--- config.mk ---
export PLATFORM = sky130hd
export DESIGN_NAME = reset_seq
export DESIGN_NICKNAME = d
export VERILOG_FILES = /design/src/hdl/reset_seq.sv
export SDC_FILE = /design/constraint.sdc
export NUM_CORES = 1
export LEC_CHECK = 0
export BUFFER_PORTS_ARGS = -buffer_cell sky130_fd_sc_hd__buf_2
export CAP_MARGIN = 0
export CORE_MARGIN = 3
export CORE_UTILIZATION = 40
export CTS_BUF_LIST = sky130_fd_sc_hd__clkbuf_8
export CTS_CLUSTER_SIZE = 10
export DETAILED_ROUTE_END_ITERATION = 16
export GPL_TIMING_DRIVEN = 0
export PLACE_DENSITY = 0.63
export SYNTH_ARGS = -nofsm -noshare
export SYNTH_HDL_FRONTEND = slang
export SYNTH_SLANG_ARGS = --single-unit
--- constraint.sdc ---
create_clock -name sys_clk -period 1.3 [get_ports sys_clk]
set_clock_uncertainty 0.1 [all_clocks]
set_input_delay 0.13 -clock sys_clk [delete_from_list [all_inputs] [get_ports sys_clk]]
set_output_delay 0.13 -clock sys_clk [all_outputs]
set_load 0.01 [all_outputs]
--- src/hdl/reset_seq.sv ---
// lock qualified reset stretcher
`default_nettype none

module reset_seq #(
	parameter int RESET_BITS = 12
) (
	input  logic sys_clk,
	input  logic sys_rstn,
	input  logic pll_locked_i,
	output logic ready_o
);

	logic [RESET_BITS-1:0] stretch_cnt;
	logic cnt_full;
	logic ready_q;

	assign cnt_full = &stretch_cnt;

	// restart the count whenever lock is lost
	always_ff @(posedge sys_clk) begin
		if (!sys_rstn || !pll_locked_i) begin
			stretch_cnt <= '0;
			ready_q <= 1'b0;
		end else begin
			if (!cnt_full)
				stretch_cnt <= stretch_cnt + 1'b1;	// saturates at all ones
			ready_q <= cnt_full;
		end
	end

	// registered so the release lands on the 2^N-th edge
	assign ready_o = ready_q;

endmodule

`default_nettype wire

==> flow_metrics.env, run 1 <==
export IMPL_grt_util_all_layers_pct=14.7
export IMPL_numPortBuffers=3
export IMPL_period_minus_slack_ns=1.33
export IMPL_io_pins=4
export IMPL_start_util_pct=43.0
export IMPL_diodes=0
export IMPL_swShare_pct=21.5
export IMPL_path_max_fanout=7
export IMPL_p_per_area_mw_per_mm2=895
export IMPL_wl_per_cell_um=13.4
export IMPL_syn2layout_area_growth_pct=30.8
export IMPL_die_y_um=46.7
export IMPL_worst_slack_ns=-0.0259
export IMPL_synth_avg_cell_area_um2=9.08
export IMPL_grtUsageMet2_pct=21.4
export IMPL_num_vias=572
export IMPL_slew_headroom_pct=70.0
export IMPL_timing_fmax_ghz=0.754
export IMPL_dr_pass1_iters=4
export IMPL_die_x_um=46.7
export IMPL_grt_pass1_wl_um=2160
export IMPL_gr_total_overflow=0
export IMPL_worstSetupPathType="flip-flop to flip-flop"
export IMPL_remaining_drc_errors=0
export IMPL_cp_data_required_time_ns=1.34
export IMPL_worst_pin_slew_ns=0.451
export IMPL_yosys_warnings=0
export IMPL_p_switching_uw=167
export IMPL_final_max_slew_viol_count=0
export IMPL_fillers=146
export IMPL_core_mm2=0.00154
export IMPL_globalRouteMet1Util_pct=18.4
export IMPL_ir_worst_vdd_mv=0.660
export IMPL_multi_input_area_um2=443
export IMPL_synthCells=73
export IMPL_vias_per_cell=5.66
export IMPL_nNetsFinal=90
export IMPL_yosys_area_top_type="dfxtp_1"
export IMPL_p_int_uw=609
export IMPL_syn_area_um2=663
export IMPL_final_instance_count_excl_fill=101
export IMPL_htreeDepth=1
export IMPL_ant_nets=0
export IMPL_grt_met3_usage_pct=4.69
export IMPL_worstPathCellList="ha_4, and2_4, nand4_4, a21oi_1, a31o_2"
export IMPL_comb_power_share_pct=3.5
export IMPL_drv_cap=0
export IMPL_clockBufferDepth=2
export IMPL_numCtsBuffers=3
export IMPL_place_hpwl_um=909
export IMPL_crit_path_top_delay_cell="dfxtp_4"
export IMPL_cts_hold_buf=0
export IMPL_yosysUniqueCellTypes=26
export IMPL_crit_arrival_ns=1.36
export IMPL_gp_congestion=0.795
export IMPL_violations="negative setup slack"
export IMPL_die_area_mm2=0.00218
export IMPL_power_leakage_uw=0.000362
export IMPL_pwr_share_clk_pct=46.1
export IMPL_dpl_cell_count=92
export IMPL_antenna_found_initial=0
export IMPL_clockRootBuffer="clkbuf_8"
export IMPL_drive_gt1_share_pct=43.5
export IMPL_setup_viol=5
export IMPL_seq_power_share_pct=50.4
export IMPL_grt_pass1_vias=490
export IMPL_power_uw=776
export IMPL_rows=14
export IMPL_min_period_over_period_pct=102
export IMPL_synth_top_cell_area_share_pct=39.2
export IMPL_hp_class="primary input to flip-flop"
export IMPL_cts_tree="done"
export IMPL_worstSkewPairLatency_ns=0.24
export IMPL_rsz0062_at_grt="yes"
export IMPL_grt_max_degree=11
export IMPL_finalHoldViolCount=0
export IMPL_grt_busiest_layer="met2"
export IMPL_register_area_um2=295
export IMPL_drt_total_wl_um=1350
export IMPL_syn_nets=77
export IMPL_worstSetupEndpointType="flip-flop"
export IMPL_holdWs_ns=0.208
export IMPL_drtIter0Drc=19
export IMPL_worstSetupStartpointType="flip-flop"
export IMPL_synth_area_leaders="dfxtp_1, nand4_4, nor2_1"
export IMPL_synth_seq_cells=13
export IMPL_clk_pin_slew_ns=0.06
export IMPL_status="finished with violations"
export IMPL_synth_seq_area_share_pct=39.2
export IMPL_slowest_delay_ns=0.35
export IMPL_cts_sink_count=13
-- cell usage after synthesis (all sizes together) --
cell and count:
nand3 3, nor3 4, inv 2, a21o 1, nor2 11, a21oi 5
clkbuf 1, nand4 5, xor2 1, a41oi 1, and2 3, ha 1
and3 2, and4 2, xnor2 2, o21ai 2, nand2 7, a2111oi 1
mux2i 3, o311ai 1, a31o 2, dfxtp 13
-- power groups by stage --
stage | registers, uW | clock network [uW] | logic, uW
after floorplan | 413 | 0 | 14.4
after global placement | 413 | 0 | 21.2
after detailed placement | 413 | 0 | 21.7
after CTS | 397 | 372 | 25.5
after global routing | 391 | 389 | 31.6
final | 391 | 358 | 27.4
-- cells in the final DEF, fill, tap and decap left out, types with 4 or more instances in the layout --
cell / n
a21oi_1: 5
dfxtp_4: 8
nor2_1: 11
nand2_1: 6
dfxtp_2: 4
buf_4: 5
-- repair_timing --
action,CTS,global route
buffers inserted,5,0
resized for setup,18,7
pin swaps,5,5
setup endpoints to repair,10,9
-- layout make-up --
cell class                      count  area share, %
Timing Repair Buffer                8           6.06
Multi-Input combinational cell     57           51.1
Tap cell                           16           2.31
Buffer                              1          0.433
Sequential cell                    13           34.1
Clock inverter                      1          0.433
Inverter                            2          0.866
Clock buffer                        3           4.76
-- cells by family (layout without fill, tap and decap cells) --
logic type      after synthesis  count (layout)  share of synthesized area, %
flops                        13              13                          39.2
buf+inv                       3              15                          1.70
compound gates               13              13                          15.9
simple gates                 37              37                          32.8
mux                           3               3                          4.53
fa+ha+maj                     1               1                          1.89
xor+xnor                      3               3                          3.96
-- registers in the layout, indices dropped and copies added, names as in the netlist --
signal / cells
ready_o: 1
stretch_cnt: 12
-- stage by stage --
step / util, % / setup WS, ns / instance area, um^2 / setup TNS [ns]
floorplan: - / -0.00183 / 683 / -0.00183
global placement: 46.6 / -0.114 / 718 / -0.796
detailed placement: 46.6 / -0.138 / 718 / -0.982
CTS: 54.7 / -0.0321 / 843 / -0.100
global route: 56.3 / -0.0883 / 867 / -0.442
finish: 56.3 / -0.0259 / 867 / -0.0750
-- per-layer routing --
metal  share of wire (%)  routed length [um]  up-vias
met1                  45                 615      269
met5                   0                   0        -
met4                 3.4                  46        0
met2                  48                 650        8
met3                 3.0                  40        6
li1                    -                   -      289
-- worst max-delay path: cells and delay by family (launching register included) --
| family | cells | cell delay, ns |
|---|---|---|
| compound gates | 2 | 0.29 |
| flops | 1 | 0.35 |
| simple gates | 2 | 0.30 |
| fa+ha+maj | 1 | 0.17 |
-- worst paths after layout --
check	from	to	slack (ns)	depth (start not counted)
worst max-delay path	stretch_cnt[1]	stretch_cnt[5]	-0.03	5
worst min-delay path	pll_locked_i	stretch_cnt[3]	0.21	4
worst max register to register	stretch_cnt[1]	stretch_cnt[5]	-0.03	5
worst min register to register	stretch_cnt[2]	stretch_cnt[2]	0.43	2
Note: power is estimated with default switching activity, not from simulation.
==> run 2: changes to the inputs <==
--- a/config.mk
+++ b/config.mk
@@ -6,7 +6,6 @@
 export NUM_CORES = 1
 export LEC_CHECK = 0
 export BUFFER_PORTS_ARGS = -buffer_cell sky130_fd_sc_hd__buf_2
-export CAP_MARGIN = 0
 export CORE_MARGIN = 3
 export CORE_UTILIZATION = 40
 export CTS_BUF_LIST = sky130_fd_sc_hd__clkbuf_8
@@ -14,6 +13,8 @@
 export DETAILED_ROUTE_END_ITERATION = 16
 export GPL_TIMING_DRIVEN = 0
 export PLACE_DENSITY = 0.63
+export RECOVER_POWER = 100
+export REMOVE_ABC_BUFFERS = 1
 export SYNTH_ARGS = -nofsm -noshare
 export SYNTH_HDL_FRONTEND = slang
 export SYNTH_SLANG_ARGS = --single-unit
==> flow_metrics.env, run 2 (synthesis gave the netlist of run 1 again) <==
export IMPL_drt_total_wl_um=1410
export IMPL_worst_slack_ns=-0.0365
export IMPL_holdWs_ns=0.203
export IMPL_drtIter0Drc=11
export IMPL_clockBufferDepth=2
export IMPL_largest_reg_flops=12
export IMPL_rows=14
export IMPL_grtUsageMet2_pct=18.7
export IMPL_htreeDepth=1
export IMPL_antenna_found_initial=0
export IMPL_path_max_fanout=7
export IMPL_status="finished with violations"
export IMPL_mostFrequentLayoutCell="nor2_1"
export IMPL_final_max_slew_viol_count=0
export IMPL_io_pins=4
export IMPL_final_instance_count_excl_fill=99
export IMPL_crit_arrival_ns=1.36
export IMPL_nNetsFinal=88
export IMPL_clockRootBuffer="clkbuf_8"
export IMPL_place_hpwl_um=880
export IMPL_timing_fmax_ghz=0.748
export IMPL_numPortBuffers=3
export IMPL_ant_nets=0
export IMPL_wl_per_cell_um=14.2
export IMPL_grt_util_all_layers_pct=14.3
export IMPL_multi_input_area_um2=433
export IMPL_die_area_mm2=0.00218
export IMPL_hp_class="primary input to flip-flop"
export IMPL_globalRouteMet1Util_pct=20.9
export IMPL_num_vias=562
export IMPL_p_per_area_mw_per_mm2=937
export IMPL_finalHoldViolCount=0
export IMPL_worstSetupEndpointType="flip-flop"
export IMPL_rr_endpoint="stretch_cnt[1]"
export IMPL_setup_viol=5
export IMPL_syn2layout_area_growth_pct=25.5
export IMPL_diodes=0
export IMPL_clk_pin_slew_ns=0.06
export IMPL_regToRegSetupSlack_ns=-0.04
export IMPL_grt_met3_usage_pct=5.86
export IMPL_numCtsBuffers=3
export IMPL_hold_depth=4
export IMPL_die_x_um=46.7
export IMPL_cts_tree="done"
export IMPL_cp_data_required_time_ns=1.32
export IMPL_min_period_over_period_pct=103
export IMPL_regMostFlops="stretch_cnt"
export IMPL_reg2reg_from="stretch_cnt[1]"
export IMPL_worstSkewPairLatency_ns=0.25
export IMPL_register_area_um2=285
export IMPL_worstSetupPathType="flip-flop to flip-flop"
export IMPL_utilization_pct=54.0
export IMPL_remaining_drc_errors=0
export IMPL_start_util_pct=43.0
export IMPL_hold_path_startpoint="pll_locked_i"
export IMPL_violations="negative setup slack"
export IMPL_die_y_um=46.7
export IMPL_rsz0062_at_grt="yes"
export IMPL_slew_headroom_pct=72.6
export IMPL_worst_pin_slew_ns=0.410
export IMPL_dr_pass1_iters=4
export IMPL_grt_max_degree=13
export IMPL_dpl_cell_count=91
export IMPL_gp_congestion=0.778
export IMPL_fillers=141
export IMPL_worstSetupStartpointType="flip-flop"
export IMPL_power_leakage_uw=0.000326
export IMPL_grt_busiest_layer="met1"
export IMPL_grt_pass1_vias=469
export IMPL_drive_gt1_share_pct=42.2
export IMPL_final_cell_mix="nor2_1, dfxtp_2, nand2_1"
export IMPL_hold_path_end="stretch_cnt[11]"
export IMPL_vias_per_cell=5.68
export IMPL_cts_sink_count=13
export IMPL_ff2ff_path_depth=5
export IMPL_core_mm2=0.00154
export IMPL_drv_cap=0
export IMPL_period_minus_slack_ns=1.34
export IMPL_grt_pass1_wl_um=2170
export IMPL_ir_worst_vdd_mv=0.757
export IMPL_gr_total_overflow=0
-- run 2: area by class of cell --
class	instances	area share (%)
clock inverters	1	0.451
well taps	16	2.41
multi-input cells	57	52.0
inverters	2	0.902
clock buffers	3	4.96
repair buffers	7	4.96
flip-flops and latches	13	34.3
-- run 2: worst max path at each step --
| stage | start | to | slack (ns) | depth (start not counted) |
|---|---|---|---|---|
| final | stretch_cnt[1] | stretch_cnt[1] | -0.04 | 5 |
| after global placement | stretch_cnt[0] | stretch_cnt[10] | -0.18 | 5 |
| after detailed placement | stretch_cnt[0] | stretch_cnt[10] | -0.20 | 5 |
| after global routing | stretch_cnt[1] | stretch_cnt[1] | -0.09 | 5 |
| after floorplan | stretch_cnt[0] | stretch_cnt[10] | -0.06 | 5 |
| after CTS | stretch_cnt[1] | stretch_cnt[1] | -0.02 | 5 |
-- run 2: metrics by stage --
step	total power (uW)	area (um^2)	setup TNS (ns)	worst slack, ns
floorplan	425	659	-0.213	-0.0605
global placement	432	694	-1.41	-0.180
detailed placement	433	694	-1.46	-0.202
CTS	778	821	-0.0590	-0.0237
global route	807	832	-0.539	-0.0923
finish	779	832	-0.101	-0.0365
-- run 2: routing by layer --
| layer | up-vias | share of wire, % |
|---|---|---|
| li1 | 292 | - |
| met1 | 261 | 47 |
| met2 | 7 | 48 |
| met3 | 2 | 3.5 |
| met4 | 0 | 0.92 |
| met5 | - | 0 |
-- run 2: report_power, final --
| part | switching, uW | internal [uW] | leakage [uW] |
|---|---|---|---|
| clock | 150 | 209 | 0.0000269 |
| combinational | 13.0 | 10.3 | 0.000187 |
| sequential | 3.54 | 394 | 0.000112 |
| total | 166 | 613 | 0.000326 |
-- run 2: worst max-delay path, cell delays in order, from the launching register on --
cell     delay [ns]
dfxtp_2        0.35
ha_4           0.16
and2_4         0.19
nand4_4        0.15
mux2i_1        0.20
nor2_1         0.05
-- run 2: timing repair --
action	in CTS	in global routing
setup endpoints to repair	12	10
setup buffers	3	1
resized for setup	24	5
hold buffers	0	0
gates cloned	0	0
pin swaps	5	1
==> run 3: changes to the inputs <==
--- a/config.mk
+++ b/config.mk
@@ -6,13 +6,13 @@
 export NUM_CORES = 1
 export LEC_CHECK = 0
 export BUFFER_PORTS_ARGS = -buffer_cell sky130_fd_sc_hd__buf_2
-export CORE_MARGIN = 3
-export CORE_UTILIZATION = 40
+export CORE_AREA = 3 3 40 42
 export CTS_BUF_LIST = sky130_fd_sc_hd__clkbuf_8
 export CTS_CLUSTER_SIZE = 10
 export DETAILED_ROUTE_END_ITERATION = 16
+export DIE_AREA = 0 0 43 45
 export GPL_TIMING_DRIVEN = 0
-export PLACE_DENSITY = 0.63
+export PLACE_DENSITY = 0.75
 export RECOVER_POWER = 100
 export REMOVE_ABC_BUFFERS = 1
 export SYNTH_ARGS = -nofsm -noshare
==> flow_metrics.env, run 3 (synthesis gave the netlist of run 1 again) <==
export IMPL_cts_tree="done"
export IMPL_remaining_drc_errors=0
export IMPL_numPortBuffers=3
export IMPL_diodes=0
export IMPL_fillers=100
export IMPL_min_period_over_period_pct=103
export IMPL_p_per_area_mw_per_mm2=953
export IMPL_gp_congestion=0.756
export IMPL_period_minus_slack_ns=1.34
export IMPL_mostFrequentLayoutCell="nor2_1"
export IMPL_place_hpwl_um=873
export IMPL_wl_per_cell_um=14.9
export IMPL_ff2ff_path_depth=5
export IMPL_nNetsFinal=88
export IMPL_clk_pin_slew_ns=0.06
export IMPL_worstSetupEndpointType="flip-flop"
export IMPL_setup_viol=8
export IMPL_dp_slack_ns=-0.213
export IMPL_num_vias=574
export IMPL_crit_family="simple AND/OR/NAND/NOR gates"
export IMPL_gr_total_overflow=0
export IMPL_grt_max_degree=13
export IMPL_violations="negative setup slack"
export IMPL_vias_per_cell=5.86
export IMPL_io_pins=4
export IMPL_die_y_um=45
export IMPL_grt_pass1_vias=495
export IMPL_clockBufferDepth=2
export IMPL_worstSetupStartpointType="flip-flop"
export IMPL_hold_depth=4
export IMPL_worst_pin_slew_ns=0.384
export IMPL_ant_nets=0
export IMPL_grt_util_all_layers_pct=15.5
export IMPL_drv_cap=0
export IMPL_regMostFlops="stretch_cnt"
export IMPL_rsz0062_at_grt="yes"
export IMPL_syn2layout_area_growth_pct=25.1
export IMPL_cts_hold_buf=0
export IMPL_htreeDepth=1
export IMPL_power_leakage_uw=0.000309
export IMPL_slowest_delay_ns=0.36
export IMPL_drtIter0Drc=26
export IMPL_power_uw=791
export IMPL_dr_pass1_iters=4
export IMPL_timing_fmax_ghz=0.745
export IMPL_final_cell_mix="nor2_1, nand2_1, dfxtp_2"
export IMPL_core_mm2=0.00128
export IMPL_rows=13
export IMPL_crit_arrival_ns=1.36
export IMPL_cp_data_required_time_ns=1.32
export IMPL_die_x_um=43
export IMPL_cp_depth=5
export IMPL_cts_sink_count=13
export IMPL_worstPathCellList="ha_4, and2_4, nand4_4, mux2i_1, nor2_1"
export IMPL_antenna_found_initial=0
export IMPL_largest_reg_flops=12
export IMPL_slew_headroom_pct=74.3
export IMPL_final_max_slew_viol_count=0
export IMPL_numCtsBuffers=3
export IMPL_die_area_mm2=0.00194
export IMPL_status="finished with violations"
export IMPL_clockRootBuffer="clkbuf_8"
export IMPL_ir_worst_vdd_mv=0.626
export IMPL_path_max_fanout=7
export IMPL_path_buf_inv=0
export IMPL_worst_slack_ns=-0.0431
export IMPL_drt_total_wl_um=1460
export IMPL_crit_path_top_delay_cell="dfxtp_2"
export IMPL_worstSkewPairLatency_ns=0.25
export IMPL_grt_pass1_wl_um=2150
export IMPL_drive_gt1_share_pct=41.0
export IMPL_start_util_pct=51.6
export IMPL_hp_class="primary input to flip-flop"
export IMPL_worstSetupPathType="flip-flop to flip-flop"
export IMPL_finalHoldViolCount=0
## run 3: changes by cell type in the layout (fill, tap and decap cells not counted), sizes merged
cell	previous run	this run
buf	5	6
clkbuf	5	4
## run 3: cell type report
type                       count  area (um^2)  share of cell area, %
clock buffer                   3         41.3                   4.98
clock inverter                 1         3.75                  0.452
inverter                       2         7.51                  0.905
multi-input combinational     57          428                   51.6
sequential                    13          287                   34.5
tap                           15         18.8                   2.26
timing repair buffer           7         43.8                   5.28
## run 3: power by group
part / internal [uW] / switching [uW] / total, uW / leakage, uW
registers: 392 / 3.49 / 396 / 0.000112
clock network: 209 / 160 / 370 / 0.0000269
logic: 11.7 / 13.4 / 25.2 / 0.000170
## run 3: what timing repair did
action / 4_1_cts / 5_1_grt
buffers inserted: 0 / 4
endpoints found under the setup margin: 11 / 10
pin swaps: 4 / 7
gates resized for setup: 18 / 9
## run 3: per-layer routing
layer  GRT usage (%)  up-vias  part of all wire (%)
met5               0        -                     0
met4            12.7        0                   3.0
met3            3.59        7                   3.4
met2            23.1       19                    48
met1            19.1      262                    46
li1                -      286                     -
## run 3: worst min-delay path: stages
cell and delay (ns):
buf_2 0.10, and2_1 0.16, o21ai_1 0.08, a21oi_1 0.05
## run 3: worst paths after layout
path,from,endpoint,slack (ns)
min reg2reg,stretch_cnt[2],stretch_cnt[2],0.43
min,pll_locked_i,stretch_cnt[11],0.20
max reg2reg,stretch_cnt[0],stretch_cnt[1],-0.04
max,stretch_cnt[0],stretch_cnt[1],-0.04
## run 3: per-stage QoR
stage | instances | hold slack, ns | cell area (um^2) | TNS, ns | util (%)
6_report | 98 | 0.204 | 830 | -0.200 | 64.6
5_1_grt | 98 | 0.238 | 830 | -0.860 | 64.6
4_1_cts | 94 | 0.198 | 772 | -0.173 | 60.1
3_5_place_dp | 90 | 0.410 | 693 | -1.54 | 53.9
3_3_place_gp | 90 | 0.399 | 693 | -1.34 | 53.9
2_1_floorplan | 72 | 0.318 | 659 | -0.213 | -
